File: config.mk
export PLATFORM = sky130hd
export DESIGN_NAME = desc_fifo
export DESIGN_NICKNAME = d
export VERILOG_FILES = /design/src/rtl/packet_q_pkg.sv /design/src/rtl/desc_fifo.sv
export SDC_FILE = /design/constraint.sdc
export NUM_CORES = 1
export LEC_CHECK = 0
export BUFFER_PORTS_ARGS = -buffer_cell sky130_fd_sc_hd__buf_4
export CORE_MARGIN = 2
export CORE_UTILIZATION = 55
export DETAILED_ROUTE_END_ITERATION = 10
export PLACE_DENSITY = 0.73
export SLEW_MARGIN = 0
export SYNTH_ARGS = -nofsm -noshare
export SYNTH_HDL_FRONTEND = slang
export SYNTH_SLANG_ARGS = --single-unit
File: constraint.sdc
create_clock -name clk -period 4.85 [get_ports clk]
set_input_delay 0.7275 -clock clk [delete_from_list [all_inputs] [get_ports clk]]
set_output_delay 0.7275 -clock clk [all_outputs]
set_load 0.05 [all_outputs]
File: src/rtl/packet_q_pkg.sv
package packet_q_pkg;

    // --------------------
    // Fixed widths
    // --------------------
    localparam int DATA_BYTES = 8;
    localparam int DATA_WID   = 64;
    localparam int MTY_WID    = 3;
    localparam int SIZE_WID   = 16;

    // Pointer fields sized for a pool of up to 256 buffers
    localparam int PTR_WID_MAX = 8;

    // --------------------
    // Types
    // --------------------
    // One beat on the packet ports and in the data RAM
    typedef struct packed {
        logic [DATA_WID-1:0] data;
        logic                eop;
        // Empty upper bytes, only meaningful with eop
        logic [MTY_WID-1:0]  mty;
    } pkt_beat_t;

    // Stored packet that points at the head of its buffer chain
    typedef struct packed {
        logic [PTR_WID_MAX-1:0] head_ptr;
        logic [SIZE_WID-1:0]    size;
        logic                   err;
    } pkt_desc_t;

endpackage : packet_q_pkg

File: src/rtl/desc_fifo.sv
`timescale 1ns/1ns

module desc_fifo #(
    parameter int DESC_DEPTH = 8
) (
    input  logic                    clk,
    input  logic                    reset,
    input  logic                    push,
    input  packet_q_pkg::pkt_desc_t push_desc,
    output logic                    full,
    output logic                    valid,
    output packet_q_pkg::pkt_desc_t pop_desc,
    input  logic                    pop
);

    import packet_q_pkg::*;

    localparam int IDX_WID = $clog2(DESC_DEPTH);
    localparam int CNT_WID = $clog2(DESC_DEPTH + 1);

    pkt_desc_t          ring [DESC_DEPTH];
    logic [IDX_WID-1:0] wr_idx;
    logic [IDX_WID-1:0] rd_idx;
    logic [CNT_WID-1:0] count;
    logic               do_push;
    logic               do_pop;

    assign full     = (count == CNT_WID'(DESC_DEPTH));
    assign valid    = (count != '0);
    assign pop_desc = ring[rd_idx];

    assign do_push = push && !full;
    assign do_pop  = pop && valid;

    always_ff @(posedge clk) begin
        if (do_push) begin
            ring[wr_idx] <= push_desc;
        end
    end

    always_ff @(posedge clk) begin
        if (reset) begin
            wr_idx <= '0;
            rd_idx <= '0;
            count  <= '0;
        end else begin
            if (do_push) begin
                wr_idx <= (wr_idx == IDX_WID'(DESC_DEPTH - 1)) ? '0 : wr_idx + 1'b1;
            end
            if (do_pop) begin
                rd_idx <= (rd_idx == IDX_WID'(DESC_DEPTH - 1)) ? '0 : rd_idx + 1'b1;
            end
            count <= count + CNT_WID'(do_push) - CNT_WID'(do_pop);
        end
    end

endmodule : desc_fifo

# Word-level counts from Yosys, hierarchy flattened
# Memory sizes are Yosys's and may differ from the RTL's. A register that Yosys moved wholly into a read port is not among the register bits.
# Cells that the tools add are included.
[word_totals]
regBits = 10
elab_cells = 21
memories = 1
ram_bits = 200
in_bits = 29
out_inout_bits = 27
[mem_list]
columns = ["memory", "depth", "word_bits", "read_ports", "rd_ports_with_merged_regs", "wr", "line_no", "text"]
rows = [
  ["ring", 8, 25, 1, 1, 1, "desc_fifo.sv:21", "pkt_desc_t ring [DESC_DEPTH];"],
]
[classes]
eq_ne = 3
reduce_logical = 4
add_sub_neg = 4
n_mux = 6
[ops]
columns = ["op", "n"]
rows = [
  ["$mux W3", 4],
  ["$add A3 B1 Y3 const B", 2],
  ["$eq A3 B3 Y1 const B", 2],
  ["$add A4 B1 Y4", 1],
  ["$eq A4 B4 Y1 const B", 1],
  ["$reduce_bool A4 Y1", 1],
  ["$sub A4 B1 Y4", 1],
  ["$logic_and A1 B1 Y1", 2],
  ["$mux W1", 2],
  ["$logic_not A1 Y1", 1],
]

# Logic depth before layout (Yosys ltp)
[depth]
ltp_word = 5
depth_mapped = 12
depth_no_buf = 11

# Worst setup path before layout
# OpenSTA, ideal clock, no wires.
[synth_path]
kind = "reg-to-reg"
start = "register count[2]"
end = "memory ring[0][0] (netlist name), enable pin"
setup_slack_ps = 1104
t_required_ps = 4380
path_stages_with_launch = 6
t_arrival_ps = 3276
setup_time_ps = 470
synth_period_minus_slack_ps = 3746
n_path_buf = 0
cell_sequence = "dfxtp_1 > inv_1 > ha_1 > or3b_2 > nand2_1 > nor4_1"
[synth_between]
elab_chain_len = 5
[synth_lines]
columns = ["item", "line_no", "text"]
rows = [
  ["start, declared", "desc_fifo.sv:24", "logic [CNT_WID-1:0] count;"],
  ["start signal, assigned", "desc_fifo.sv:53", "count <= count + CNT_WID'(do_push) - CNT_WID'(do_pop);"],
  ["$eq A4 B4 Y1", "desc_fifo.sv:28", "assign full = (count == CNT_WID'(DESC_DEPTH));"],
  ["$logic_not A1 Y1", "desc_fifo.sv:32", "assign do_push = push && !full;"],
  ["$logic_and A1 B1 Y1", "desc_fifo.sv:32", ""],
  ["$mux W1", "desc_fifo.sv:36", "if (do_push) begin"],
  ["$mux W1 (implied by the code)", "desc_fifo.sv:37", "ring[wr_idx] <= push_desc;"],
  ["end, declared", "desc_fifo.sv:21", ""],
]
# Every way passes these cells.

==> results by group <==
Run status
  • Outcome: finished clean

Power
  • Proportion of power drawn by combinational gates: 23.9%
  • Total power divided by cell area: 501.1 nW/um2
  • Power share of the sequential group: 44.7%
  • NetSw: 0.001386 W
  • Clock power frac: 31.4%
  • Static leakage: 3.264 nW
  • Max VDD drop: 0.3602 mV
  • Proportion of total power due to net switching: 28.51%
  • Internal power: 0.003475 W

STA
  • Number of hold-slack violations in the final timing report: 0
  • Number of failing setup endpoints in the final timing report: 0
  • Max-slew headroom at the worst pin: 22.20%
  • Skew final: 0.01108 ns
  • Pins Over Slew Limit: 0
  • Aggregate negative setup slack: 0 ns
  • Maximum frequency from static timing analysis: 284.5 MHz
  • Unrepaired setup endpoints after global routing: no
  • Minimum period implied by the final worst setup slack: 3.514 ns
  • Post-route fraction of the period consumed by the critical path: 72.46%
  • Pin slew with the least headroom to its limit: 1.167 ns

Drt
  • First-pass iteration count of the detailed router: 4
  • Initial DRC Count: 272
  • DR WL/cell: 22.60 um
  • Post-detailed-route via-to-cell ratio: 5.934
  • Number of vias in the routed layout: 3792
  • Number of nets with antenna violations after detailed routing: 0
  • Remaining DRCs: 0
  • Post-detailed-routing wire length: 14440 um

Critical path
  • Crit Reg-Reg Endpoint: ring[1][14]$_DFFE_PP_
  • Worst endpoint required time: 4.12 ns
  • Ordered list of cells on the worst path: buf_4 > mux4_1 > mux2_2 > buf_4
  • Peak fanout along the critical path: 40
  • CP Data Arrival Time: 2.79 ns
  • R2R Setup Slk: 2.08 ns
  • Critical Path End Type: output pin
  • Origin of the critical flop-to-flop path: count[2]$_SDFF_PP0_
  • Worst path top cell family by delay: multiplexers
  • Critical Setup Path Class: flop to output pin
  • Slowest stage cell, crit path: sky130_fd_sc_hd__mux4_1
  • Worst R2R Path Depth: 6
  • Critical Path Most Common Cell: sky130_fd_sc_hd__buf_4
  • Startpoint type of the worst setup path: flop
  • Biggest cell delay along the critical path: 0.64 ns
  • Total buffers and inverters traversed by the critical path: 2

Placement
  • Placed Cells incl. Taps: 603
  • Detail Placement HPWL: 7931 um
  • Gp weighted congestion: 0.6948
  • Buffers on Ports: 55

Clock network
  • Hold buffer count at cts: 0
  • CTS tree: built
  • Number of buffers between clock root and the deepest sink: 3
  • Number of instances resized during post-cts repair: 0
  • Post-CTS setup buffer count: 0
  • Sink Count: 213
  • Clock input transition at the sequential cells of the worst setup and hold paths: 0.06 ns
  • CTS HTree Levels: 1
  • TritonCTS buffer count: 21
  • Later-pin clock latency in the skew report: 0.49 ns
  • Clk Tree Root Cell: sky130_fd_sc_hd__clkbuf_16

Die
  • Top-Level Pins: 56
  • Overall die area: 16290 um2
  • Total number of placement rows: 45
  • Y dimension of the die: 127.6 um
  • Floorplan die width: 127.6 um
  • Initial core utilization: 55.70%
  • Area of the core: 15090 um2

Synth
  • EDFF count, synth: 200
  • Cell Area, Synth: 8406 um2
  • Synthesized instance count: 369
  • Area leader, netlist: sky130_fd_sc_hd__edfxtp_1
  • Synth warnings: 0
  • Sequential cell area fraction in the yosys report: 74.55%
  • Area fraction of the dominant cell type after synthesis: 71.45%
  • Mean instance size in the synthesized netlist: 22.78 um2
  • Synthesized Nets: 409
  • Synthesized flop and latch total: 213
  • Number of distinct library cells after synthesis: 28
  • Fraction of synthesis flops using an asynchronous set or reset pin: 0%
  • Largest cells by area after synthesis: sky130_fd_sc_hd__edfxtp_1 71%, sky130_fd_sc_hd__mux4_1 16%, sky130_fd_sc_hd__mux2_2 3.3%
  • Top_reg_cell synth: sky130_fd_sc_hd__edfxtp_1

Layout
  • Commonest non-fill, non-tap cell in the layout: sky130_fd_sc_hd__edfxtp_1
  • Number of cells in the finished layout apart from fillers: 639
  • Number of diodes: 0
  • Fill cell total of the finished layout: 1007
  • Finished Core Util: 64.28%
  • Highest-count cells in the layout ignoring fill and taps: 200 x sky130_fd_sc_hd__edfxtp_1, 63 x sky130_fd_sc_hd__buf_4, 50 x sky130_fd_sc_hd__mux4_1
  • Area of all sequential standard cells: 6269 um2
  • Area added between synthesis and finish: 15.39%
  • Final net count: 478
  • Fraction of final layout cells with drive strength greater than 1: 28.16%
  • Area taken by multi-input logic gates: 2049 um2

Hold path
  • Hold EP: ring[5][1]$_DFFE_PP_
  • Path class of the lowest-slack min-delay path: primary input to flop
  • Worst hold path stage count: 1
  • Launch point of the worst hold path: push_desc[1]

GRT
  • Most heavily used metal layer in global routing: met2
  • Global-route met1 utilization: 25.06%
  • Final global-route overflow total: 0
  • Total global-route track usage: 18.37%
  • First-pass GRT wire length: 22230 um
  • Met3 capacity usage during global routing: 3.266%
  • Vias in the first global route: 3956
  • Met2 track utilization from global routing: 30.17%
  • Initial antenna violation count: 0
  • Maximum number of pins on one net before global-route repair: 51

Flow run
  • Max cap viols: 0
flip-flops by register name, indices dropped and copies added (netlist names), named ones only:
name    cells
ring      200
count       4
rd_idx      3
wr_idx      3
synthesized netlist by cell type (all sizes together), types with 4 or more instances:
cell	instances
a21oi	5
buf	13
clkbuf	4
dfxtp	13
edfxtp	200
ha	10
inv	8
mux2	25
mux4	50
nand2b	8
nand3	4
nor2	6
nor3	5
o21ai	4
layout make-up:
| cell class | instances | area share [%] |
|---|---|---|
| Sequential cell | 213 | 64.63 |
| Multi-Input combinational cell | 131 | 21.13 |
| Clock buffer | 25 | 5.573 |
| Timing Repair Buffer | 63 | 4.876 |
| Tap cell | 188 | 2.425 |
| Clock inverter | 11 | 1.058 |
| Inverter | 8 | 0.3096 |
worst register-to-register path, cell delays in order (launching register included):
cell and delay (ns):
sky130_fd_sc_hd__dfxtp_1 0.30, sky130_fd_sc_hd__inv_1 0.06, sky130_fd_sc_hd__ha_1 0.19, sky130_fd_sc_hd__or3b_2 0.25
sky130_fd_sc_hd__nand3_1 0.30, sky130_fd_sc_hd__nor3_2 0.87, sky130_fd_sc_hd__buf_4 0.46
power by group through the flow:
stage	Combinational, W	Sequential [W]	Clock (W)
floorplan	0.000875	0.00219	0
global placement	0.00116	0.00220	0
detailed placement	0.00118	0.00221	0
CTS	0.00118	0.00217	0.00156
global route	0.00124	0.00218	0.00163
finish	0.00116	0.00217	0.00152
worst max path at each step:
stage | to | startpoint | depth (start not counted)
after floorplan | ring[0][0]$_DFFE_PP_ | count[2]$_SDFF_PP0_ | 5
after global placement | pop_desc[2] | flop | 4
after detailed placement | pop_desc[2] | flop | 4
after CTS | pop_desc[2] | flop | 4
after global routing | pop_desc[2] | flop | 4
final | pop_desc[2] | flop | 4
through the flow:
step / hold slack, ns / setup WS (ns) / total power [W] / cell area [um2]
2_1_floorplan: 0.4682 / 1.104 / 0.003066 / 8406
3_3_place_gp: 0.4749 / 1.849 / 0.003361 / 9056
3_5_place_dp: 0.5007 / 1.825 / 0.003389 / 9056
4_1_cts: 0.4557 / 1.311 / 0.004910 / 9699
5_1_grt: 0.4631 / 1.235 / 0.005047 / 9699
6_report: 0.4657 / 1.336 / 0.004861 / 9699
kinds of logic (layout without fill, tap and decap cells):
family / Yosys count / count (layout) / synth area share (%)
fa+ha+maj: 11 / 11 / 1.727
xor+xnor: 1 / 1 / 0.1042
simple gates: 32 / 32 / 2.114
buf+inv: 25 / 107 / 1.652
flops: 213 / 213 / 74.55
compound gates: 10 / 10 / 0.6399
mux: 77 / 77 / 19.22
routing by layer:
metal	vias to the layer above	share of wire [%]
met4	0	2.8
met1	1945	42
met3	28	5.9
met2	113	49
met5	-	0
li1	1706	-
(Power assumes the default switching activity.)
