[src/rtl/sdp_ram.sv]
`timescale 1ns/1ns

module sdp_ram #(
    parameter int  DEPTH    = 64,
    parameter int  WIDTH    = 8,
    localparam int ADDR_WID = $clog2(DEPTH)
) (
    input  logic                clk,
    input  logic                wr_en,
    input  logic [ADDR_WID-1:0] wr_addr,
    input  logic [WIDTH-1:0]    wr_data,
    input  logic [ADDR_WID-1:0] rd_addr,
    output logic [WIDTH-1:0]    rd_data
);

    logic [WIDTH-1:0] mem [DEPTH];

    always_ff @(posedge clk) begin
        if (wr_en) begin
            mem[wr_addr] <= wr_data;
        end
    end

    // Read data one cycle after the address
    always_ff @(posedge clk) begin
        rd_data <= mem[rd_addr];
    end

endmodule : sdp_ram

[config.mk]
export PLATFORM = sky130hd
export DESIGN_NAME = sdp_ram
export DESIGN_NICKNAME = d
export VERILOG_FILES = /design/src/rtl/sdp_ram.sv
export SDC_FILE = /design/constraint.sdc
export NUM_CORES = 1
export LEC_CHECK = 0
export BUFFER_PORTS_ARGS = -buffer_cell sky130_fd_sc_hd__clkbuf_2
export CELL_PAD_IN_SITES_DETAIL_PLACEMENT = 1
export CELL_PAD_IN_SITES_GLOBAL_PLACEMENT = 2
export CORE_ASPECT_RATIO = 2
export CORE_MARGIN = 2
export CORE_UTILIZATION = 52
export DETAILED_ROUTE_END_ITERATION = 8
export PLACE_DENSITY_LB_ADDON = 0.1
export SYNTH_ARGS = -nofsm -noshare
export SYNTH_HDL_FRONTEND = slang
export SYNTH_SLANG_ARGS = --single-unit
export TNS_END_PERCENT = 30
[constraint.sdc]
create_clock -name clk -period 4.75 [get_ports clk]
set_input_delay 0.475 -clock clk [delete_from_list [all_inputs] [get_ports clk]]
set_output_delay 0.475 -clock clk [all_outputs]
set_load 0.05 [all_outputs]
# After elaboration in Yosys (flattened, before gate mapping)
# Memory sizes are Yosys's and may differ from the RTL's. A register that Yosys moved wholly into a read port is not among the register bits.
# Index checks and enable logic that the tools add are counted.
[word_totals]
ramBits = 512
elab_cells = 3
inputBits = 22
mem_count = 1
out_inout_bits = 8
regBits = 0
[classes]
muxes = 2
[mem_list]
columns = ["name", "words", "word_bits", "rd", "rd_ports_with_merged_regs", "wr", "line", "source"]
rows = [
  ["mem", 64, 8, 1, 1, 1, "16", "logic [WIDTH-1:0] mem [DEPTH];"],
]
[op_table]
columns = ["cell", "n"]
rows = [
  ["$mux 1", 2],
]

# Longest topological paths before layout
# Gate-level depths: netlist of run 1.
[logic_depth]
ltp_word = 2
mapped_depth = 9
mapped_depth_nobuf = 5

# Least setup slack after synthesis of run 1
# No wires, ideal clock.
[synth_path]
path_type = "in2reg"
startpoint = "input port rd_addr[1]"
endpoint = "register rd_data[3] (read register of mem)"
path_stages = 7
setup_time_ps = 128
path_slack_ps = 2607
n_path_buf = 3
arrival_ps = 2015
required_ps = 4622
path_cell_list = "buf_4 > buf_2 > buf_2 > mux4_2 > mux4_2 > o21ai_1 > o41ai_1"
[synth_lines]
columns = ["item", "line", "source"]
rows = [
  ["start, declared", "12", "input logic [ADDR_WID-1:0] rd_addr,"],
  ["end, declared", "13", "output logic [WIDTH-1:0] rd_data"],
]

==> results of run 1 <==
-- worst min path at each step --
stage                          start    endpoint  cells past startpoint
after floorplan           wr_data[0]   mem[0][0]                      0
after global placement    mem[26][6]  rd_data[6]                      3
after detailed placement  mem[34][1]  rd_data[1]                      4
after CTS                 rd_addr[5]  rd_data[3]                      2
after global routing      rd_addr[5]  rd_data[3]                      2
final                     rd_addr[5]  rd_data[5]                      2
-- state kept, by name, indices dropped and copies added, names as in the netlist --
signal and cells:
mem 512, rd_data 8
-- kinds of logic (layout without fill, tap and decap cells) --
| group | Yosys count | count (layout) | share of synthesized area, % |
|---|---|---|---|
| buf+inv | 51 | 126 | 1.570 |
| mux | 162 | 162 | 15.94 |
| simple gates | 153 | 153 | 3.387 |
| flops | 520 | 520 | 77.03 |
| compound gates | 54 | 54 | 2.072 |
-- stage by stage --
step / worst slack, ns / cells / util, % / total power, uW / area [sq um]
floorplan: 2.607 / 940 / - / 5486 / 20170
global placement: 1.293 / 1457 / 54.01 / 5691 / 20820
detailed placement: 1.260 / 1457 / 54.01 / 5709 / 20820
CTS: 1.848 / 1535 / 57.69 / 9288 / 22240
global route: 1.698 / 1535 / 57.69 / 9436 / 22240
finish: 1.884 / 1535 / 57.69 / 9226 / 22240
-- synth_stat cells, types with 4 or more instances --
cell type / n / area share, %
nand2_1: 19 / 0.35
nand2b_1: 7 / 0.22
nor2b_1: 14 / 0.43
o22ai_1: 8 / 0.25
buf_2: 11 / 0.27
edfxtp_1: 512 / 76
mux4_2: 126 / 14
dfxtp_1: 8 / 0.79
a211oi_1: 4 / 0.15
nand3_1: 13 / 0.32
mux2i_1: 23 / 1.1
buf_6: 4 / 0.22
nor3_1: 7 / 0.17
nor2_1: 83 / 1.5
buf_1: 4 / 0.074
o221ai_1: 8 / 0.35
buf_4: 13 / 0.48
mux2_2: 13 / 0.73
clkbuf_1: 17 / 0.32
a221oi_1: 6 / 0.26
-- layer usage --
metal / vias to the layer above / wire, um
met3: 82 / 1798
li1: 4005 / -
met1: 5067 / 17620
met2: 221 / 28160
met5: - / 0
met4: 0 / 1751
-- power by group --
| part | internal, uW | switching (uW) |
|---|---|---|
| Combinational | 172 | 332 |
| Clock | 2050 | 1580 |
| Sequential | 5080 | 16.8 |
-- area by class of cell --
class,instances,share of cell area (%)
flip-flops and latches,520,69.86
multi-input cells,369,19.41
clock buffers,56,5.385
well taps,520,2.926
repair buffers,48,1.412
clock inverters,22,1.007
==> metrics, run 1 <==
Netlist Area Pre-Place=20,170 sq um; TNS Setup=0 ns; Yosys cell types=40; Yosys warning count=0; CTS clk-pin slew, worst paths=0.07 ns; CP max stage delay=0.66 ns; CP endpoint=rd_data[6]; static leakage=0.006874 uW; first-pass GRT wire length=71,920 um; Critical Path Stages=8; critical path launch point type=input pin; H-tree Lvls=2; syn_nets=962; CTS Sinks=520; Die ar.=40,470 sq um; number of buffers created by CTS=44; # hold bufs at CTS=0; initial antenna violation count=0; grt met3 use=2.675%; vias in the first global route=10,270; crit path max-delay cell type=clkbuf_8; #FFs+latches synth=520; CTS Root Cell=clkbuf_16; row count=102; # setup viols final=0; status=finished, final reports clean; layout cells sized above 1=24.63%; CTS max path bufs=3; worst path cell trace=clkbuf_8, buf_12, buf_4, mux4_2, mux2i_1, nand3_1, nand3_1, o32ai_1; R2R depth=5; Final #Nets=1,005; Mapped Cells=940; CP Max Fanout=81; Synth async-reset ratio=0%; drt wl/cell=32.14 um; crit path from=rd_addr[0]; DRT antenna net count=0; post-cts sizing count=0; VDD IR max=0.3321 mV; fillers=3,286; Crit path required time=5.17 ns; Top FF cell, synth=edfxtp_1; total congestion overflow=0; Slew Limit Fails=0; WP buf/inv=3; DR pass1 iterations=5; Top delay family on crit path=buffers and inverters; hpwl dp=31,910 um; all-layer global routing usage=25.43%; Cell Pwr Density=414.9 nW/um^2; minimum clock period=2.866 ns; Slew HR=15.12%; critical path's most frequent cell=nand3_1; DRC violations left=0; Port Buffers=29; Register Area=15,530 sq um; Reg2Reg Launch Point=mem[29][4]; clk_skew=0.01575 ns; Vias=9,375; ant diodes=0; grt met2 use=47.85%; fmax=348.9 MHz; crit share post-route=60.34%; Iter 0 DRT Violations=754; r2r setup slk=2.76 ns; WHS=0.4617 ns; Area Growth Syn to Fin=10.26%; I/O Pins=30; GRT busiest layer=met2; largest net degree at the start of global routing=82; worst skew pair latency=0.57 ns; CP arrival=3.29 ns; Post-CTS Setup Inserts=0; Worst Hold Class=input pin to flip-flop; die height=282.5 um; unrepaired setup endpoints after global routing=false; TritonCTS clock tree=yes; die width=143.3 um; Hold Violations, Final=0; Vias per Instance=6.107; Syn Area/Cell=21.45 sq um; footprint of the multi-input gates=4315 sq um; initial core utilization=52.32%; final WL=49,330 um; Slew @ Worst Pin=1.264 ns; commonest non-fill, non-tap cell in the layout=edfxtp_1; global placement routability congestion=0.7995; Crit Path Category=input pin to flip-flop; max_cap viols=0; Setup crit end kind=flip-flop; met1 Resource Use GR=29.93%; sequential element share of the synthesized area=77.03%; number of synthesized flops with an enable pin=512; most frequent cells in the layout=512 x edfxtp_1, 126 x mux4_2, 83 x nor2_1; FF-to-FF End=rd_data[4]; core area=38,540 sq um
Note: power is estimated with default switching activity, not from simulation.
==> run 2, diff against run 1 <==
--- a/config.mk
+++ b/config.mk
@@ -10,7 +10,7 @@
 export CELL_PAD_IN_SITES_GLOBAL_PLACEMENT = 2
 export CORE_ASPECT_RATIO = 2
 export CORE_MARGIN = 2
-export CORE_UTILIZATION = 52
+export CORE_UTILIZATION = 45
 export DETAILED_ROUTE_END_ITERATION = 8
 export PLACE_DENSITY_LB_ADDON = 0.1
 export SYNTH_ARGS = -nofsm -noshare
==> constraint.sdc (replaced) <==
create_clock -name clk -period 2.44 [get_ports clk]
set_input_delay 0.244 -clock clk [delete_from_list [all_inputs] [get_ports clk]]
set_output_delay 0.244 -clock clk [all_outputs]
set_load 0.05 [all_outputs]
==> run 2 against run 1 <==
Cell count increased by 9.0%. Count of clock-buffer cells in the layout up 1. Core utilization shrank 5.2 points. Critical endpoint unchanged. Register-to-register slack worse by 2.6 ns. Power rose by 98%. Design area increased by 4.4%.
==> metrics, run 2 (synthesized netlist as in run 1, its figures left out) <==
row count=109 (+6.9%); Slew @ Worst Pin=1.114 ns (-0.1492 ns); Biggest register=mem; static leakage=0.007443 uW (+8.3%); P_sw=3885 uW (+100%); R2R depth=5 (unchanged); Worst Hold Class=input pin to flip-flop; # setup viols final=0 (unchanged); Vias per Instance=5.889 (-3.6%); Final #Nets=1,103 (+9.8%); all-layer global routing usage=23.25% (-2.2 points); Met1 Wirelength=18,740 um (+6.3%); FF-to-FF End=rd_data[6]; H-tree Lvls=2 (unchanged); Slew Limit Fails=0 (unchanged); Hold Startpoint=rd_addr[5]; die width=153.7 um (+7.3%); Post-CTS Setup Inserts=0 (unchanged); TritonCTS clock tree=yes; hpwl dp=35,890 um (+12%); total congestion overflow=0 (unchanged); initial core utilization=45.64% (-6.7 points); CTS Sinks=520 (unchanged); worst skew pair latency=0.57 ns (about the same); WL met3=1416 um (-21%); I/O Pins=30 (unchanged); r2r setup slk=0.11 ns (-2.65 ns); first-pass GRT wire length=77,010 um (+7.1%); Die ar.=46,630 sq um (+15%); Hold Path End=rd_data[3]; clock share of power=40.0% (+0.7 points); max_cap viols=0 (unchanged); sw frac=21.26% (+0.35 points); CP arrival=2.75 ns (-0.54 ns); DRC violations left=0 (unchanged); Iter 0 DRT Violations=678 (-10%); Cell Pwr Density=787.5 nW/um^2 (+90%); Port Buffers=29 (unchanged); number of buffers created by CTS=45 (+2.3%); CTS Root Cell=clkbuf_16; VDD IR max=0.6135 mV (+85%); CP Max Fanout=1 (-99%); Slew HR=25.71% (+11 points); crit share post-route=95.33%; DR WL met2=30,480 um (+8.3%); Cell Int Power=14,390 uW (+97%); critical path launch point type=flip-flop; Vias=9,852 (+5.1%); Crit path required time=2.86 ns (-2.31 ns); Cell Area, Placed=21,680 sq um (+4.2%); initial antenna violation count=2 (+2); uppermost layer routed=met4; Flop pwr share=54.2% (-1.0 points); global placement routability congestion=0.8043 (+0.60%); post-cts sizing count=0 (unchanged); final WL=52,630 um (+6.7%); fmax=429.9 MHz; Post-Place Setup Slack=-0.4080 ns (-1.668 ns); vias in the first global route=10,953 (+6.7%); core area=44,190 sq um (+15%); Reg2Reg Launch Point=mem[21][6]; Area Growth Syn to Fin=15.08%; CTS max path bufs=3 (unchanged); minimum clock period=2.326 ns; DR pass1 iterations=5 (unchanged); largest registers=mem (512), rd_data (8); status=finished, final reports clean; most frequent cells in the layout=512 x edfxtp_1, 126 x mux4_2, 108 x buf_4; layout cells sized above 1=32.08% (+7.4 points); final cell area excluding filler cells=23,210 sq um (+4.4%); die height=303.4 um (+7.4%); Crit Path Category=flip-flop to flip-flop; Hold Violations, Final=0 (unchanged); CTS clk-pin slew, worst paths=0.07 ns (about the same); unrepaired setup endpoints after global routing=false; DRT antenna net count=0 (unchanged); setup ws final=0.1139 ns (-1.770 ns); TNS Setup=0 ns (unchanged); max reg flops=512 (unchanged); Logic pwr share=5.8% (+0.3 points); drt wl/cell=31.46 um (-2.1%); Setup crit end kind=flip-flop; Hold Crit Depth=2 (unchanged); commonest non-fill, non-tap cell in the layout=edfxtp_1; clk_skew=0.01775 ns (+0.002001 ns); largest net degree at the start of global routing=65 (-21%); # hold bufs at CTS=1 (+1)
[run 2: cell types whose count changed in the layout (fill, tap and decap cells not counted), sizes merged]
cell and change:
bufinv -1, buf +96, inv +3, dlygate4sd3 +1
clkinv -6, clkinvlp +7, diode +2, clkbuf +1
[run 2: how the worst max path moves through the flow]
stage                     slack, ns  startpoint         end
final                          0.11  mem[21][6]  rd_data[6]
after global routing           0.11   mem[1][5]  rd_data[5]
after CTS                      0.09   mem[2][5]  rd_data[5]
after detailed placement      -0.41  rd_addr[0]  rd_data[5]
after global placement        -0.43  rd_addr[0]  rd_data[5]
after floorplan                0.53  rd_addr[1]  rd_data[3]
[run 2: cell type report]
class | instances | area, sq um
Fill cell | 3961 | 20980
Tap cell | 555 | 694.4
Sequential cell | 520 | 15530
Timing Repair Buffer | 145 | 1145
Multi-Input combinational cell | 369 | 4315
Clock inverter | 25 | 249.0
Clock buffer | 57 | 1264
Antenna cell | 2 | 5.005
[run 2: power by group through the flow]
stage          sequential (uW)  combinational, uW  clock, uW
2_1_floorplan            10200                527          0
3_3_place_gp             10100               1050          0
3_5_place_dp             10100               1080          0
4_1_cts                   9910               1080       7460
5_1_grt                   9910               1130       7750
6_report                  9910               1060       7310
[run 2: critical path, cell delays in order, from the launching register on]
cell      delay, ns
edfxtp_1       0.36
mux4_2         0.51
mux2_2         0.28
o221a_2        0.31
nor3_1         0.55
o32ai_1        0.18
[run 2: through the flow]
| stage | cells | hold slack, ns | total power (uW) | utilization, % |
|---|---|---|---|---|
| 3_5_place_dp | 1588 | 0.4723 | 11180 | 49.06 |
| 2_1_floorplan | 940 | 0.3429 | 10680 | - |
| 4_1_cts | 1671 | 0.2269 | 18450 | 52.51 |
| 3_3_place_gp | 1588 | 0.4696 | 11150 | 49.06 |
| 6_report | 1673 | 0.2232 | 18280 | 52.52 |
| 5_1_grt | 1673 | 0.2606 | 18790 | 52.52 |
[run 2: per-layer routing]
layer / up-vias / global-route usage, %
li1: 4202 / -
met1: 5342 / 26.27
met2: 226 / 45.08
met3: 82 / 2.207
met4: 0 / 8.737
met5: - / 0
