$ cat config.mk
export PLATFORM = sky130hd
export DESIGN_NAME = packet_q_core
export DESIGN_NICKNAME = d
export VERILOG_FILES = /design/src/rtl/packet_q_pkg.sv /design/src/rtl/buffer_alloc.sv /design/src/rtl/packet_scatter.sv /design/src/rtl/packet_gather.sv /design/src/rtl/packet_q_core.sv
export SDC_FILE = /design/constraint.sdc
export NUM_CORES = 1
export LEC_CHECK = 0
export BUFFER_PORTS_ARGS = -buffer_cell sky130_fd_sc_hd__buf_4
export CAP_MARGIN = 20
export CORE_UTILIZATION = 53
export CTS_BUF_LIST = sky130_fd_sc_hd__clkbuf_8
export DETAILED_ROUTE_END_ITERATION = 16
export HOLD_SLACK_MARGIN = 0.06
export PLACE_DENSITY_LB_ADDON = 0.2
export RECOVER_POWER = 50
export REMOVE_ABC_BUFFERS = 1
export SYNTH_ARGS = -nofsm -noshare
export SYNTH_HDL_FRONTEND = slang
export SYNTH_SLANG_ARGS = --single-unit
$ cat constraint.sdc
create_clock -name clk -period 6.24 [get_ports clk]
set_clock_uncertainty 0.15 [all_clocks]
set_input_delay 1.248 -clock clk [delete_from_list [all_inputs] [get_ports clk]]
set_output_delay 1.248 -clock clk [all_outputs]
set_load 0.01 [all_outputs]
$ cat src/rtl/packet_q_pkg.sv
package packet_q_pkg;

    // --------------------
    // Fixed widths
    // --------------------
    localparam int DATA_BYTES = 8;
    localparam int DATA_WID   = 64;
    localparam int MTY_WID    = 3;
    localparam int SIZE_WID   = 16;

    // Pointer fields sized for a pool of up to 256 buffers
    localparam int PTR_WID_MAX = 8;

    // --------------------
    // Types
    // --------------------
    // One beat on the packet ports and in the data RAM
    typedef struct packed {
        logic [DATA_WID-1:0] data;
        logic                eop;
        // Empty upper bytes, only meaningful with eop
        logic [MTY_WID-1:0]  mty;
    } pkt_beat_t;

    // Stored packet that points at the head of its buffer chain
    typedef struct packed {
        logic [PTR_WID_MAX-1:0] head_ptr;
        logic [SIZE_WID-1:0]    size;
        logic                   err;
    } pkt_desc_t;

endpackage : packet_q_pkg

$ cat src/rtl/buffer_alloc.sv
`timescale 1ns/1ns

module buffer_alloc #(
    parameter int  NUM_BUFFERS = 16,
    localparam int PTR_WID     = $clog2(NUM_BUFFERS)
) (
    input  logic               clk,
    input  logic               reset,
    output logic               init_done,
    output logic               free_valid,
    output logic [PTR_WID-1:0] free_ptr,
    input  logic               alloc_take,
    input  logic               recycle_req,
    input  logic [PTR_WID-1:0] recycle_ptr
);

    localparam int CNT_WID = $clog2(NUM_BUFFERS + 1);

    logic [PTR_WID-1:0] free_list [NUM_BUFFERS];
    logic [PTR_WID-1:0] head;
    logic [PTR_WID-1:0] tail;
    logic [CNT_WID-1:0] count;

    logic               sweep_active;
    logic [PTR_WID-1:0] sweep_ptr;

    logic               push;
    logic [PTR_WID-1:0] push_ptr;
    logic               pop;

    function automatic logic [PTR_WID-1:0] next_idx(input logic [PTR_WID-1:0] idx);
        return (idx == PTR_WID'(NUM_BUFFERS - 1)) ? '0 : idx + 1'b1;
    endfunction

    // --------------------
    // Initial sweep
    // --------------------
    // Every pointer enters the list once, one per cycle
    always_ff @(posedge clk) begin
        if (reset) begin
            sweep_active <= 1'b1;
            sweep_ptr    <= '0;
            init_done    <= 1'b0;
        end else if (sweep_active) begin
            sweep_ptr <= sweep_ptr + 1'b1;
            if (sweep_ptr == PTR_WID'(NUM_BUFFERS - 1)) begin
                sweep_active <= 1'b0;
                init_done    <= 1'b1;
            end
        end
    end

    // --------------------
    // Free list
    // --------------------
    assign push     = sweep_active || recycle_req;
    assign push_ptr = sweep_active ? sweep_ptr : recycle_ptr;
    assign pop      = alloc_take && free_valid;

    assign free_valid = init_done && (count != '0);
    assign free_ptr   = free_list[head];

    always_ff @(posedge clk) begin
        if (push) begin
            free_list[tail] <= push_ptr;
        end
    end

    // Take and recycle may land together
    always_ff @(posedge clk) begin
        if (reset) begin
            head  <= '0;
            tail  <= '0;
            count <= '0;
        end else begin
            if (push) begin
                tail <= next_idx(tail);
            end
            if (pop) begin
                head <= next_idx(head);
            end
            count <= count + CNT_WID'(push) - CNT_WID'(pop);
        end
    end

endmodule : buffer_alloc

$ cat src/rtl/packet_scatter.sv
`timescale 1ns/1ns

module packet_scatter #(
    parameter int  BUFFER_WORDS  = 4,
    parameter int  MAX_PKT_BYTES = 96,
    parameter int  PTR_WID       = 4,
    localparam int OFF_WID       = $clog2(BUFFER_WORDS),
    localparam int ADDR_WID      = PTR_WID + OFF_WID
) (
    input  logic                    clk,
    input  logic                    reset,
    input  packet_q_pkg::pkt_beat_t in_beat,
    input  logic                    in_err,
    input  logic                    in_valid,
    output logic                    in_ready,
    input  logic                    free_valid,
    input  logic [PTR_WID-1:0]      free_ptr,
    output logic                    alloc_take,
    output logic                    data_wr_en,
    output logic [ADDR_WID-1:0]     data_wr_addr,
    output packet_q_pkg::pkt_beat_t data_wr_data,
    output logic                    link_wr_en,
    output logic [PTR_WID-1:0]      link_wr_addr,
    output logic [PTR_WID-1:0]      link_wr_data,
    input  logic                    desc_in_full,
    output logic                    desc_in_valid,
    output packet_q_pkg::pkt_desc_t desc_in
);

    import packet_q_pkg::*;

    // Write position in the current packet
    logic [OFF_WID-1:0]  offset;
    logic [PTR_WID-1:0]  cur_ptr;
    logic [PTR_WID-1:0]  head_ptr;
    logic [SIZE_WID-1:0] byte_cnt;
    logic                discard;

    // Last stored word that truncation rewrites with eop
    logic [DATA_WID-1:0] last_data;
    logic [ADDR_WID-1:0] last_addr;

    logic [SIZE_WID-1:0] beat_bytes;
    logic [SIZE_WID-1:0] sum_bytes;
    logic                overflow;
    logic                need_buf;
    logic                accept;
    logic                store;
    logic [PTR_WID-1:0]  wr_ptr;

    // --------------------
    // Beat accounting
    // --------------------
    assign beat_bytes = in_beat.eop ? SIZE_WID'(DATA_BYTES - int'(in_beat.mty))
                                    : SIZE_WID'(DATA_BYTES);
    assign sum_bytes  = byte_cnt + beat_bytes;
    assign overflow   = !discard && (sum_bytes > SIZE_WID'(MAX_PKT_BYTES));
    assign need_buf   = (offset == '0) && !discard && !overflow;

    // Stall for a free buffer, or at eop for a descriptor slot
    assign in_ready = !(need_buf && !free_valid)
                   && !(in_beat.eop && (desc_in_full || desc_in_valid));

    assign accept = in_valid && in_ready;
    assign store  = accept && !discard && !overflow;
    assign wr_ptr = need_buf ? free_ptr : cur_ptr;

    assign alloc_take = store && need_buf;

    // Old-to-new link when a packet runs into a fresh buffer
    assign link_wr_en   = alloc_take && (byte_cnt != '0);
    assign link_wr_addr = cur_ptr;
    assign link_wr_data = free_ptr;

    always_comb begin
        data_wr_en   = store || (accept && overflow);
        data_wr_addr = {wr_ptr, offset};
        data_wr_data = in_beat;
        if (overflow) begin
            // Close the stored part of the packet
            data_wr_addr = last_addr;
            data_wr_data = '{data: last_data, eop: 1'b1, mty: MTY_WID'(0)};
        end
    end

    // --------------------
    // State
    // --------------------
    always_ff @(posedge clk) begin
        if (reset) begin
            offset        <= '0;
            byte_cnt      <= '0;
            discard       <= 1'b0;
            desc_in_valid <= 1'b0;
        end else begin
            desc_in_valid <= accept && in_beat.eop;
            if (accept && in_beat.eop) begin
                offset   <= '0;
                byte_cnt <= '0;
                discard  <= 1'b0;
            end else if (store) begin
                offset   <= offset + 1'b1;
                byte_cnt <= sum_bytes;
            end else if (accept && overflow) begin
                discard <= 1'b1;
            end
        end
    end

    always_ff @(posedge clk) begin
        if (alloc_take) begin
            cur_ptr <= free_ptr;
            if (byte_cnt == '0) begin
                head_ptr <= free_ptr;
            end
        end
        if (store) begin
            last_data <= in_beat.data;
            last_addr <= data_wr_addr;
        end
        if (accept && in_beat.eop) begin
            desc_in.head_ptr <= PTR_WID_MAX'((byte_cnt == '0) ? free_ptr : head_ptr);
            desc_in.size     <= store ? sum_bytes : byte_cnt;
            // Beat not stored means the packet was cut short
            desc_in.err      <= in_err || !store;
        end
    end

endmodule : packet_scatter

$ cat src/rtl/packet_gather.sv
`timescale 1ns/1ns

module packet_gather #(
    parameter int  BUFFER_WORDS = 4,
    parameter bit  DROP_ERRORED = 1,
    parameter int  PTR_WID      = 4,
    localparam int OFF_WID      = $clog2(BUFFER_WORDS),
    localparam int ADDR_WID     = PTR_WID + OFF_WID
) (
    input  logic                    clk,
    input  logic                    reset,
    input  logic                    desc_out_valid,
    input  packet_q_pkg::pkt_desc_t desc_out,
    output logic                    desc_out_pop,
    output logic [ADDR_WID-1:0]     data_rd_addr,
    input  packet_q_pkg::pkt_beat_t data_rd_data,
    output logic [PTR_WID-1:0]      link_rd_addr,
    input  logic [PTR_WID-1:0]      link_rd_data,
    output packet_q_pkg::pkt_beat_t out_beat,
    output logic                    out_err,
    output logic                    out_valid,
    input  logic                    out_ready,
    output logic                    recycle_req,
    output logic [PTR_WID-1:0]      recycle_ptr
);

    typedef enum logic [1:0] {
        s_idle,
        s_walk,
        s_link
    } state_t;

    state_t             state;
    state_t             state_nxt;
    logic [PTR_WID-1:0] cur_ptr;
    logic [PTR_WID-1:0] ptr_nxt;
    logic [OFF_WID-1:0] offset;
    logic [OFF_WID-1:0] offset_nxt;
    logic               pkt_err;
    logic               drop;
    logic               take_word;
    logic               buf_end;

    // Word leaves the RAM once the output register frees up, or at once when dropping
    assign take_word = (state == s_walk) && (drop || !out_valid || out_ready);
    assign buf_end   = take_word
                    && (data_rd_data.eop || offset == OFF_WID'(BUFFER_WORDS - 1));

    assign desc_out_pop = (state == s_idle) && desc_out_valid;
    assign recycle_req  = buf_end;
    assign recycle_ptr  = cur_ptr;
    assign link_rd_addr = cur_ptr;

    // --------------------
    // Chain walk
    // --------------------
    always_comb begin
        state_nxt  = state;
        ptr_nxt    = cur_ptr;
        offset_nxt = offset;
        case (state)
            s_idle: begin
                if (desc_out_valid) begin
                    state_nxt  = s_walk;
                    ptr_nxt    = desc_out.head_ptr[PTR_WID-1:0];
                    offset_nxt = '0;
                end
            end
            s_walk: begin
                if (buf_end) begin
                    state_nxt = data_rd_data.eop ? s_idle : s_link;
                end else if (take_word) begin
                    offset_nxt = offset + 1'b1;
                end
            end
            s_link: begin
                // Next pointer has been read by now
                state_nxt  = s_walk;
                ptr_nxt    = link_rd_data;
                offset_nxt = '0;
            end
            default: begin
                state_nxt = s_idle;
            end
        endcase
    end

    // Address the next word so that one is ready every cycle
    assign data_rd_addr = {ptr_nxt, offset_nxt};

    always_ff @(posedge clk) begin
        if (reset) begin
            state     <= s_idle;
            out_valid <= 1'b0;
        end else begin
            state <= state_nxt;
            if (take_word && !drop) begin
                out_valid <= 1'b1;
            end else if (out_ready) begin
                out_valid <= 1'b0;
            end
        end
    end

    always_ff @(posedge clk) begin
        cur_ptr <= ptr_nxt;
        offset  <= offset_nxt;
        if (desc_out_pop) begin
            pkt_err <= desc_out.err;
            drop    <= DROP_ERRORED && desc_out.err;
        end
        if (take_word && !drop) begin
            out_beat <= data_rd_data;
            out_err  <= data_rd_data.eop && pkt_err;
        end
    end

endmodule : packet_gather

$ cat src/rtl/packet_q_core.sv
`timescale 1ns/1ns

module packet_q_core #(
    parameter int  NUM_BUFFERS   = 16,
    parameter int  BUFFER_WORDS  = 4,
    parameter int  MAX_PKT_BYTES = 96,
    parameter bit  DROP_ERRORED  = 1,
    localparam int PTR_WID       = $clog2(NUM_BUFFERS),
    localparam int ADDR_WID      = PTR_WID + $clog2(BUFFER_WORDS)
) (
    input  logic                    clk,
    input  logic                    reset,
    output logic                    init_done,
    // Packet ports
    input  packet_q_pkg::pkt_beat_t in_beat,
    input  logic                    in_err,
    input  logic                    in_valid,
    output logic                    in_ready,
    output packet_q_pkg::pkt_beat_t out_beat,
    output logic                    out_err,
    output logic                    out_valid,
    input  logic                    out_ready,
    // Data and link RAMs
    output logic                    data_wr_en,
    output logic [ADDR_WID-1:0]     data_wr_addr,
    output packet_q_pkg::pkt_beat_t data_wr_data,
    output logic [ADDR_WID-1:0]     data_rd_addr,
    input  packet_q_pkg::pkt_beat_t data_rd_data,
    output logic                    link_wr_en,
    output logic [PTR_WID-1:0]      link_wr_addr,
    output logic [PTR_WID-1:0]      link_wr_data,
    output logic [PTR_WID-1:0]      link_rd_addr,
    input  logic [PTR_WID-1:0]      link_rd_data,
    // Descriptor queue
    input  logic                    desc_in_full,
    output logic                    desc_in_valid,
    output packet_q_pkg::pkt_desc_t desc_in,
    input  logic                    desc_out_valid,
    input  packet_q_pkg::pkt_desc_t desc_out,
    output logic                    desc_out_pop
);

    logic               free_valid;
    logic [PTR_WID-1:0] free_ptr;
    logic               alloc_take;
    logic               recycle_req;
    logic [PTR_WID-1:0] recycle_ptr;

    buffer_alloc #(
        .NUM_BUFFERS ( NUM_BUFFERS )
    ) i_buffer_alloc (
        .clk, .reset, .init_done, .free_valid, .free_ptr,
        .alloc_take, .recycle_req, .recycle_ptr
    );

    // Input side fills buffers from the free list
    packet_scatter #(
        .BUFFER_WORDS  ( BUFFER_WORDS ),
        .MAX_PKT_BYTES ( MAX_PKT_BYTES ),
        .PTR_WID       ( PTR_WID )
    ) i_packet_scatter (
        .clk, .reset, .in_beat, .in_err, .in_valid, .in_ready,
        .free_valid, .free_ptr, .alloc_take,
        .data_wr_en, .data_wr_addr, .data_wr_data,
        .link_wr_en, .link_wr_addr, .link_wr_data,
        .desc_in_full, .desc_in_valid, .desc_in
    );

    // Output side hands buffers back once read
    packet_gather #(
        .BUFFER_WORDS ( BUFFER_WORDS ),
        .DROP_ERRORED ( DROP_ERRORED ),
        .PTR_WID      ( PTR_WID )
    ) i_packet_gather (
        .clk, .reset, .desc_out_valid, .desc_out, .desc_out_pop,
        .data_rd_addr, .data_rd_data, .link_rd_addr, .link_rd_data,
        .out_beat, .out_err, .out_valid, .out_ready,
        .recycle_req, .recycle_ptr
    );

endmodule : packet_q_core

Word level (Yosys, flattened, before mapping)
Memories as Yosys holds them, arrays and structs flattened. A register that Yosys moved wholly into a read port is not among the register bits. Index checks and enable logic that the tools add are counted. W data, S select, Z words.

Add/sub/neg operators: 9. Magnitude comparators: 1. Equality and inequality tests: 8. Muxes and demuxes: 27. Bitwise operators: 1. Reductions and logical operators: 46.

Operators with widths (number): $mux W68 (1); $mux W16 (2); $mux W4 (8); $logic_and A1 B1 Y1 (20); $add A16 B16 Y16 (1); $gt A16 B7 Y1 const B (1); $logic_not A16 Y1 (1); $reduce_bool A16 Y1 (1); $add A4 B1 Y4 const B (3); $eq A4 B4 Y1 const B (3); $mux W2 (6); $pmux W2 S3 (2); $logic_not A1 Y1 (8); $pmux W4 S2 (1); $reduce_and A2 Y1 (4); $logic_or A1 B1 Y1 (7); $mux W1 (6); $mux W6 (1); $add A5 B1 Y5 (1); $reduce_bool A5 Y1 (1); $sub A4 B3 Y5 const A (1); $sub A5 B1 Y5 (1); $add A2 B1 Y2 const B (2); $eq A2 B2 Y1 const B (2); other kinds (6) (8).

Bits in registers: 221. Memory bits (writable): 64. Output and inout bits: 193. Memories: 1.

Memory list: i_buffer_alloc.free_list (words 16, width 4, rd ports 1, clocked after Yosys merged registers in 1, write ports 1, line buffer_alloc.sv:19) `logic [PTR_WID-1:0] free_list [NUM_BUFFERS];`.

Depth between registers and ports, before layout
Gate-level depths: netlist of the first run.

Depth after elaboration: 17. Gate-level depth with buffers: 19. Gate-level depth less buffers: 18.

Hierarchy
Synthesis of the first run repeated with hierarchy kept, for this count alone.

Cells, all modules: 795. Area total of the unflattened synthesis: 12109.1 um2.

By module, submodules not included: packet_scatter (instances 1, cells each 426, area an instance 5856.9 um2); buffer_alloc (instances 1, cells each 239, area an instance 3621.0 um2); packet_gather (instances 1, cells each 130, area an instance 2631.3 um2).

Worst setup path after synthesis of the first run
No wires, ideal clock.

Kind: in2out. Start point: input port in_beat[0] in the netlist's numbering. End point: output port data_wr_addr[0]. Arrival: 4.124 ns. Required time: 4.842 ns. Path slack: 0.718 ns. Cell stages on the path: 15. Buffers on the path: 3. Path through: inv_1 > ha_1 > nand2_1 > fa_1 > nand2b_1 > a211o_1 > mux2i_1 > a22oi_1 > and4_1 > clkbuf_8 > and2_1 > buf_4 > nor2_4 > buf_6 > mux2_1.

Cells in the longest elaborated chain, start to end: 6.

Ends and longest elaborated chain: start: declaration (line packet_q_core.sv:15) `input packet_q_pkg::pkt_beat_t in_beat,`; $sub A4 B3 Y5 (line packet_scatter.sv:54) `assign beat_bytes = in_beat.eop ? SIZE_WID'(DATA_BYTES - int'(in_beat.mty))`; $mux W16 (line packet_scatter.sv:54); $add A16 B16 Y16 (line packet_scatter.sv:56) `assign sum_bytes = byte_cnt + beat_bytes;`; $gt A16 B7 Y1 (line packet_scatter.sv:57) `assign overflow = !discard && (sum_bytes > SIZE_WID'(MAX_PKT_BYTES));`; $logic_and A1 B1 Y1 (line packet_scatter.sv:57); $mux W6 (line packet_scatter.sv:79) `if (overflow) begin`; end: declaration (line packet_q_core.sv:25) `output logic [ADDR_WID-1:0] data_wr_addr,`.

No other way between the ends.

Final worst setup path of the first run
Same ends and word-level chain as after synthesis.

==> summary.txt, run 1 <==
Antenna violations before repair -> 0
CTS Hold Buffers Added -> 0
Crit end category -> primary output
Vias in the first global route -> 7,430
Drt first pass iters -> 6
Internal power -> 3.318 mW
CTS tree -> done
Row Count -> 53
Critical Path Source Type -> input pin
RR Startpoint -> i_packet_scatter.byte_cnt[0]
Post-CTS Setup Repair Bufs -> 0
Pin count of the biggest net entering global routing -> 70
Status -> finished, violations left
Die Span Y -> 149.5 microns
DRT antenna net count -> 0
Clk Latency, worst-skew pair -> 550 ps
Final Hold Fails -> 0
Slowest cell on the critical path -> fa_1
Post-synth cell types -> 65
Compound-Gate Fraction of Synth Area -> 4.002%
Power Dens Cells -> 298.3 mW/mm^2
Main combinational cell family by area after synthesis -> multiplexers
Hold crit path type -> reg -> reg
Final setup violating endpoints -> 0
Synthesized-area fraction occupied by adder cells -> 2.299%
I/O pin count -> 365
Worst Tran Pin Value -> 3635 ps
Switching Share -> 24.76%
Syn avg cell area -> 16.09 sq um
Nets -> 1,282
Clk root buf -> clkbuf_8
Routed length per placed instance -> 19.07 microns
Worst-path cell chain -> buf_4, inv_1, ha_1, nand2_1, fa_1, nand2b_1, a21oi_1, xor2_1, o32a_1, a211oi_4, and2_1, nor2_4, buf_12, mux2_1, buf_4
CP Data Required Time -> 4840 ps
Clock sinks -> 285
Final min period -> 5987 ps
Worst Path Arrival -> 4590 ps
Min-delay src -> i_packet_gather.out_valid
CP startpoint -> in_beat[0]
Achievable frequency -> 167.0 MHz
Sequential fraction of the synthesis area -> 69.67%
Clock transition at path regs -> 60 ps
Mux share of post-synthesis cell area -> 11.89%
Synth async-reset ratio -> 0%
Core area -> 0.02115 sq mm
Most used cell, CP -> buf_4
Residual DRC -> 0
P&R area growth vs syn -> 28.17%
Cts repair resizes -> 0
Post-synth EDFFs -> 233
Crit path kind -> in -> out
Leakage -> 5.576 nW
Failing checks -> capacitance limit, slew limit
Post-Synth Simple-Gate Area -> 7.646%
Initial DRC count -> 299
Commonest non-fill, non-tap cell in the layout -> edfxtp_1
Final period utilization -> 95.94%
Die Wd -> 149.5 microns
Mapped cell area -> 0.01154 sq mm
Detailed Route WL -> 26,740 microns
Most used DFF post-synth -> edfxtp_1
Reg power frac -> 50.9%
Worst-case clock buffer depth -> 3
Fin Setup TNS -> 0 ps
Sw power -> 1.092 mW
Global-route wire length before repair -> 39,830 microns
Clock power frac -> 34.8%
VDD IR max -> 0.0002105 V
Starting Density -> 54.53%
Placer Congestion -> 0.8876
Combinational Power Share -> 14.3%
Post-synthesis sequential element count -> 285
Fillers -> 1,584
Share of cells above drive strength 1 -> 29.57%
CTS H-tree lvls -> 2
Overall Power -> 4.410 mW
Total CTS buffers -> 46
PortBufs -> 340
GRT Total Usage -> 23.77%
Via density -> 5.240
Die area -> 0.02236 sq mm
GRT overflow -> 0
YS warnings -> 0
Via count -> 7,346
Slew Limit Fails -> 70
Max_slew headroom -> -142.4%
Mapped Cells -> 717
RSZ-0062 raised after global routing -> no
Most frequent cells in the layout -> edfxtp_1, clkbuf_1, clkbuf_4
Delay of the slowest critical-path stage -> 430 ps
Post-Synth XOR/XNOR Area -> 1.594%
Maximum Capacitance Violations -> 1
Crit path max fanout -> 32
Post-detail-place hpwl -> 19,620 microns
==> per-layer routing <==
metal | wire length, microns | vias up | part of all wire (%) | GRT usage [%]
met5 | 0 | - | 0 | 0
met1 | 10150 | 3513 | 38 | 27.56
met2 | 13550 | 308 | 51 | 41.13
li1 | - | 3473 | - | -
met4 | 693 | 0 | 2.6 | 9.796
met3 | 2347 | 52 | 8.8 | 6.890
==> sequential cells by signal, summed over array words and instances (netlist names), 4 cells and up, named ones only <==
| register | cells |
|---|---|
| i_packet_gather.out_beat | 68 |
| i_buffer_alloc.free_list | 64 |
| i_packet_scatter.last_data | 64 |
| i_packet_scatter.desc_in | 21 |
| i_packet_scatter.byte_cnt | 16 |
| i_packet_scatter.last_addr | 6 |
| i_buffer_alloc.count | 5 |
| i_buffer_alloc.head | 4 |
| i_buffer_alloc.sweep_ptr | 4 |
| i_buffer_alloc.tail | 4 |
| i_packet_gather.link_rd_addr | 4 |
| i_packet_scatter.head_ptr | 4 |
| i_packet_scatter.link_wr_addr | 4 |
==> logic make-up (layout without fill, tap and decap cells) <==
| logic type | after synthesis | in the layout |
|---|---|---|
| muxes | 102 | 102 |
| AOI/OAI and AO/OA | 70 | 70 |
| adders and majority gates | 20 | 20 |
| other | 1 | 5 |
| and+or+nand+nor | 158 | 158 |
| DFF | 285 | 285 |
| xor gates and xnor gates | 21 | 21 |
| buffers and inverters | 60 | 466 |
==> synth_stat cells (2+ instances only) <==
library cell	n	share of area (%)
a22oi_1	8	0.52
nand4_1	8	0.43
buf_4	8	0.52
mux2_1	66	6.4
nand2_1	26	0.85
nor2_1	30	0.98
mux4_2	20	3.9
nor4_1	7	0.38
and2_1	30	1.6
o21bai_1	3	0.20
inv_1	31	1.0
nor4b_1	2	0.15
fa_1	2	0.35
buf_2	3	0.13
mux2_2	10	0.98
ha_1	18	2.0
a211o_1	2	0.15
a21o_1	3	0.20
nor3_1	11	0.48
o31ai_1	2	0.13
mux2i_1	5	0.43
and2_2	2	0.13
nand3_1	8	0.35
buf_6	8	0.78
xnor2_1	13	0.99
dfxtp_1	52	9.0
xor2_1	8	0.61
and4_1	2	0.15
nor2b_1	8	0.43
o22ai_1	4	0.22
nand2b_1	2	0.11
a31oi_1	3	0.16
and3_1	2	0.11
o21ai_0	14	0.61
edfxtp_1	233	61
a21oi_1	20	0.87
or2_2	6	0.33
clkbuf_1	8	0.26
or3_1	3	0.16
==> worst paths after layout <==
kind | to | cells past startpoint | slack, ps
min reg2reg | i_packet_gather.out_valid | 2 | 350
max | data_wr_addr[0] | 15 | 250
min | i_packet_gather.out_valid | 2 | 350
max reg2reg | i_buffer_alloc.count[4] | 16 | 1760
==> power groups by stage <==
stage	clock network, mW	logic (mW)	registers (mW)
floorplan	0	0.332	2.29
global placement	0	0.645	2.28
detailed placement	0	0.659	2.29
CTS	1.57	0.662	2.25
global route	1.66	0.691	2.25
finish	1.54	0.630	2.24
==> critical path, delay by kind of cell <==
family                   cells  cell delay, ps
XOR/XNOR                     1             110
AO/OA/AOI/OAI                3             870
AND/OR/NAND/NOR              4             760
buffers and inverters        4             500
multiplexers                 1             380
adder cells (fa/ha/maj)      2             700
==> final cells by class <==
cell class | count | area (sq um) | share of cell area (%)
diodes | 1 | 2.502 | 0.01692
clock inverters | 33 | 190.2 | 1.286
flip-flops and latches | 285 | 8038 | 54.36
clock buffers | 51 | 701.9 | 4.747
well taps | 275 | 344.1 | 2.327
inverters | 31 | 116.4 | 0.7870
repair buffers | 351 | 2211 | 14.95
multi-input cells | 375 | 3182 | 21.52
==> per-stage QoR <==
step | utilization, % | hold slack, ps | setup WS [ps] | std cells | instance area [sq um]
floorplan | - | 320.4 | 16.54 | 691 | 11330
global placement | 67.81 | 332.4 | 318.6 | 1316 | 14350
detailed placement | 67.81 | 336.8 | 274.4 | 1316 | 14350
CTS | 72.03 | 353.5 | 260.7 | 1400 | 15240
global route | 69.88 | 384.3 | 86.06 | 1401 | 14780
finish | 69.89 | 348.5 | 253.5 | 1402 | 14790
No activity file was read; power rests on OpenSTA's default activity.
==> inputs of run 2 (changes only) <==
- CORE_UTILIZATION: 53 -> 57
- GPL_TIMING_DRIVEN: not set -> 0
- clock period: 6.24 -> 7.5 ns (I/O delays scaled with it)
==> run 2 against run 1 <==
  * The flow now finishes without violations
  * First-iteration DRC count is 15% higher
  * Power decreased by 18%
  * Hold slack better by 8.0 ps
  * Sequential cell count did not move
  * Largest cell class unchanged
==> summary.txt, run 2 (synthesis gave the netlist of run 1 again) <==
Vias in the first global route -> 7,455
Status -> finished clean
Delay of the slowest critical-path stage -> 610 ps
Most used cell, CP -> buf_4
CTS tree -> done
Final hold slack -> 356.4 ps
Pin count of the biggest net entering global routing -> 73
Largest Register -> i_packet_gather.out_beat
Core area -> 0.01965 sq mm
Combinational Power Share -> 14.6%
Max_slew headroom -> 5.995%
Achievable frequency -> 143.6 MHz
Maximum Capacitance Violations -> 0
Worst Tran Pin Value -> 1410 ps
Die area -> 0.02081 sq mm
Clk root buf -> clkbuf_8
Internal power -> 2.692 mW
Worst-case clock buffer depth -> 3
GRT Total Usage -> 27.59%
Share of cells above drive strength 1 -> 29.84%
Post-CTS Setup Repair Bufs -> 0
Crit path kind -> in -> out
Min-delay src -> i_packet_scatter.byte_cnt[2]
Reg power frac -> 51.8%
Detailed Route WL -> 28,460 microns
Commonest non-fill, non-tap cell in the layout -> edfxtp_1
Initial DRC count -> 344
Leakage -> 5.534 nW
Final min period -> 6964 ps
RR Startpoint -> i_packet_scatter.byte_cnt[0]
Clk Latency, worst-skew pair -> 550 ps
Slowest cell on the critical path -> nor2_4
VDD IR max -> 0.0001943 V
CTS Hold Buffers Added -> 0
Biggest regs -> i_packet_gather.out_beat (68), i_buffer_alloc.free_list (64), i_packet_scatter.last_data (64)
Worst Path Arrival -> 5310 ps
Worst-path cell chain -> buf_4, inv_1, ha_1, nand2_1, fa_1, nand2b_1, a211o_1, mux2i_1, a22oi_1, and4_1, and2_1, nor2_4, buf_12, mux2_1, buf_4
Clock transition at path regs -> 60 ps
GRT overflow -> 0
Nets -> 1,275
Clock power frac -> 33.6%
Power Dens Cells -> 245.2 mW/mm^2
Crit path max fanout -> 27
Antenna violations before repair -> 0
Hold crit path type -> reg -> reg
Die Wd -> 144.3 microns
Busiest grt layer -> met2
Grt met1 use -> 32.06%
Placer Congestion -> 0.8458
P&R area growth vs syn -> 27.60%
Fin worst setup slack -> 536.2 ps
Most frequent cells in the layout -> edfxtp_1, clkbuf_4, clkbuf_1
Top delay family on crit path -> simple AND/OR/NAND/NOR gates
CP Data Required Time -> 5850 ps
GR Util met3 -> 8.940%
DRT antenna net count -> 0
Residual DRC -> 0
Dpl cells -> 1,300
Slew Limit Fails -> 0
Final setup violating endpoints -> 0
Finished Layout Cells -> 1,381
Row Count -> 51
Global-route wire length before repair -> 41,970 microns
Post-place setup slack -> 516.5 ps
CTS H-tree lvls -> 2
Clock sinks -> 285
Fillers -> 1,356
Sw power -> 0.9182 mW
Final Hold Fails -> 0
Switching Share -> 25.44%
Post-detail-place hpwl -> 20,670 microns
CP startpoint -> in_beat[0]
# diodes -> 0
Overall Power -> 3.610 mW
Total CTS buffers -> 45
Met2 Use GR -> 48.39%
Max FFs per register -> 68
PortBufs -> 340
Critical Path Source Type -> input pin
RSZ-0062 raised after global routing -> no
Final period utilization -> 92.85%
Cts repair resizes -> 0
Drt first pass iters -> 4
Routed length per placed instance -> 20.61 microns
Crit end category -> primary output
Starting Density -> 58.70%
Via count -> 7,495
Via density -> 5.427
I/O pin count -> 365
Die Span Y -> 144.3 microns
CP bufs+invs -> 4
[run 2: cell types whose count changed in the layout (fill, tap and decap cells not counted), moves of 2 or more]
cell and delta:
buf_16 +2, clkbuf_1 -7, clkbuf_8 -3, clkinv_1 +4, clkinv_2 +3, inv_1 -6
[run 2: tightest hold or removal path: stages (launching register included)]
cell and delay [ps]:
dfxtp_1 320, nand2_1 80, a21oi_1 60
[run 2: layout make-up]
cell class	instances	area (sq um)	share of cell area (%)
Tap cell	265	331.6	2.252
Clock buffer	48	660.6	4.488
Clock inverter	32	158.9	1.079
Timing Repair Buffer	345	2231	15.16
Inverter	31	118.9	0.8075
Multi-Input combinational cell	375	3182	21.61
Sequential cell	285	8038	54.60
[run 2: worst paths after layout]
check	to	slack (ps)	depth (start not counted)
worst min-delay path	i_packet_scatter.byte_cnt[2]	360	2
worst min register to register	i_packet_scatter.byte_cnt[2]	360	2
worst max-delay path	data_wr_data[52]	540	15
worst max register to register	i_buffer_alloc.count[4]	2940	15
[run 2: power groups by stage]
stage / Clock, mW / Combinational, mW / Sequential [mW]
detailed placement: 0 / 0.543 / 1.91
floorplan: 0 / 0.276 / 1.91
CTS: 1.24 / 0.546 / 1.88
global route: 1.31 / 0.576 / 1.88
global placement: 0 / 0.524 / 1.91
finish: 1.21 / 0.526 / 1.87
[run 2: per-stage QoR]
stage / utilization [%] / area (sq um) / TNS, ps
global placement: 72.34 / 14220 / -8816
detailed placement: 72.78 / 14310 / 0
CTS: 76.95 / 15120 / 0
floorplan: - / 11330 / 0
finish: 74.90 / 14720 / 0
global route: 74.90 / 14720 / 0
[run 2: layer usage]
layer | part of all wire [%] | wire length, microns
met1 | 38 | 10680
met2 | 51 | 14390
met3 | 9.6 | 2720
met4 | 2.4 | 673
met5 | 0 | 0
==> inputs of run 3 (changes only) <==
- CORE_UTILIZATION: 57 -> 30
==> run 3 against run 2 <==
  * The flow now finishes with violations (capacitance limit, slew limit)
  * Register-to-register slack worse by 30 ps
  * Power is 8.1% higher
  * Die area up 89%
  * Clock power is 24% higher
  * Hold slack got worse by 7.4 ps
  * Core utilization shrank 34 points
  * Global-route usage is 14 points lower
  * First-iteration DRC count shrank 22%
  * Cell count up 19%
  * Critical path type unchanged
  * Largest cell class unchanged
  * Highest routed layer unchanged
==> summary.txt, run 3 (synthesis gave the netlist of run 1 again) <==
Crit path kind -> in -> out
Drt first pass iters -> 4
CTS tree -> done
Worst-case clock buffer depth -> 3
Dpl cells -> 1,546
Largest Register -> i_packet_gather.out_beat
VDD IR max -> 0.0001240 V
Critical Path Source Type -> input pin
Failing checks -> capacitance limit, slew limit
Antenna violations before repair -> 0
CP Data Required Time -> 5850 ps
Die area -> 0.03924 sq mm
RSZ-0062 raised after global routing -> no
CTS Hold Buffers Added -> 0
Via count -> 7,208
Final core utilization -> 40.80%
GRT Total Usage -> 13.99%
Fin worst setup slack -> 590.5 ps
Finished Layout Cells -> 1,639
Routed length per placed instance -> 16.85 microns
Crit path max fanout -> 31
Crit end category -> primary output
Leakage -> 5.798 nW
Cts repair resizes -> 0
Detailed Route WL -> 27,620 microns
Worst Tran Pin Value -> 2941 ps
Hold crit path type -> reg -> reg
Total CTS buffers -> 50
Achievable frequency -> 144.7 MHz
Final setup violating endpoints -> 0
Most frequent cells in the layout -> edfxtp_1, buf_4, clkbuf_4
Commonest non-fill, non-tap cell in the layout -> edfxtp_1
Status -> finished, violations left
Biggest regs -> i_packet_gather.out_beat (68), i_buffer_alloc.free_list (64), i_packet_scatter.last_data (64)
Max_slew headroom -> -97.16%
Residual DRC -> 0
Nets -> 1,279
Share of cells above drive strength 1 -> 34.93%
Final period utilization -> 92.13%
Clock transition at path regs -> 60 ps
Pin count of the biggest net entering global routing -> 73
Clk Latency, worst-skew pair -> 590 ps
Starting Density -> 30.56%
Placer Congestion -> 0.7957
Row Count -> 71
Post-detail-place hpwl -> 20,000 microns
P&R area growth vs syn -> 33.52%
Core area -> 0.03776 sq mm
Clock sinks -> 285
Power Dens Cells -> 253.3 mW/mm^2
Die Wd -> 198.1 microns
Die Span Y -> 198.1 microns
PortBufs -> 340
Final min period -> 6910 ps
Fin Setup TNS -> 0 ps
GRT overflow -> 0
Final Hold Fails -> 0
Clk root buf -> clkbuf_8
Final hold slack -> 349.0 ps
Slew Limit Fails -> 70
Max FFs per register -> 68
Vias in the first global route -> 7,227
Worst Path Arrival -> 5260 ps
Maximum Capacitance Violations -> 2
Worst Reg-to-Reg Cells -> 15
Via density -> 4.398
I/O pin count -> 365
Post-place setup slack -> 545.0 ps
Global-route wire length before repair -> 41,720 microns
# diodes -> 0
CTS H-tree lvls -> 2
Post-CTS Setup Repair Bufs -> 0
Initial DRC count -> 267
Hold Crit Depth -> 2
DRT antenna net count -> 0
[run 3: changes by cell type in the layout (fill, tap and decap cells not counted), moves of 3 or more]
cell       delta
clkbuf_1     -43
clkbuf_8     +11
clkinv_2      +5
clkbuf_4      +6
clkinv_1      -4
buf_4        +38
bufinv_16     +3
[run 3: report_power, final]
part / total (mW) / switching, mW / internal [mW] / leakage [nW]
Clock: 1.50 / 0.648 / 0.854 / 0.593
Sequential: 1.87 / 0.0369 / 1.83 / 2.55
Combinational: 0.531 / 0.288 / 0.243 / 2.65
[run 3: area by class of cell]
cell class	count	area, sq um
fillers	3615	22350
flip-flops and latches	285	8038
multi-input cells	375	3182
repair buffers	344	2365
clock buffers	59	812.0
well taps	511	639.4
clock inverters	34	247.7
inverters	31	120.1
[run 3: worst paths after layout]
kind / to / start / slack (ps)
setup / recovery: data_wr_data[40] / in_beat[0] / 590
hold / removal: i_packet_gather.out_valid / i_packet_gather.out_valid / 350
setup reg to reg: i_buffer_alloc.count[4] / i_packet_scatter.byte_cnt[0] / 2910
hold reg to reg: i_packet_gather.out_valid / i_packet_gather.out_valid / 350
[run 3: through the flow]
stage	total power, mW	cell area (sq um)
5_1_grt	4.103	15400
6_report	3.901	15400
3_5_place_dp	2.467	14640
3_3_place_gp	2.457	14530
4_1_cts	4.004	15700
2_1_floorplan	2.185	11330
[run 3: layer usage]
metal  GRT usage [%]  share of wire (%)  routed length, microns  vias up
li1                -                  -                       -     3471
met1           16.62                 41                   11420     3423
met2           22.81                 47                   13040      259
met3           5.451                8.8                    2438       55
met4           5.225                2.6                     720        0
met5               0                  0                       0        -
[run 3: critical path, cell delays in order]
cell and delay, ps:
buf_4 90, inv_1 60, ha_1 290, nand2_1 90, fa_1 430, nand2b_1 180
a211o_1 360, mux2i_1 180, a22oi_1 100, and4_1 330, and2_1 300, nor2_4 530
buf_12 290, mux2_1 370, buf_4 150
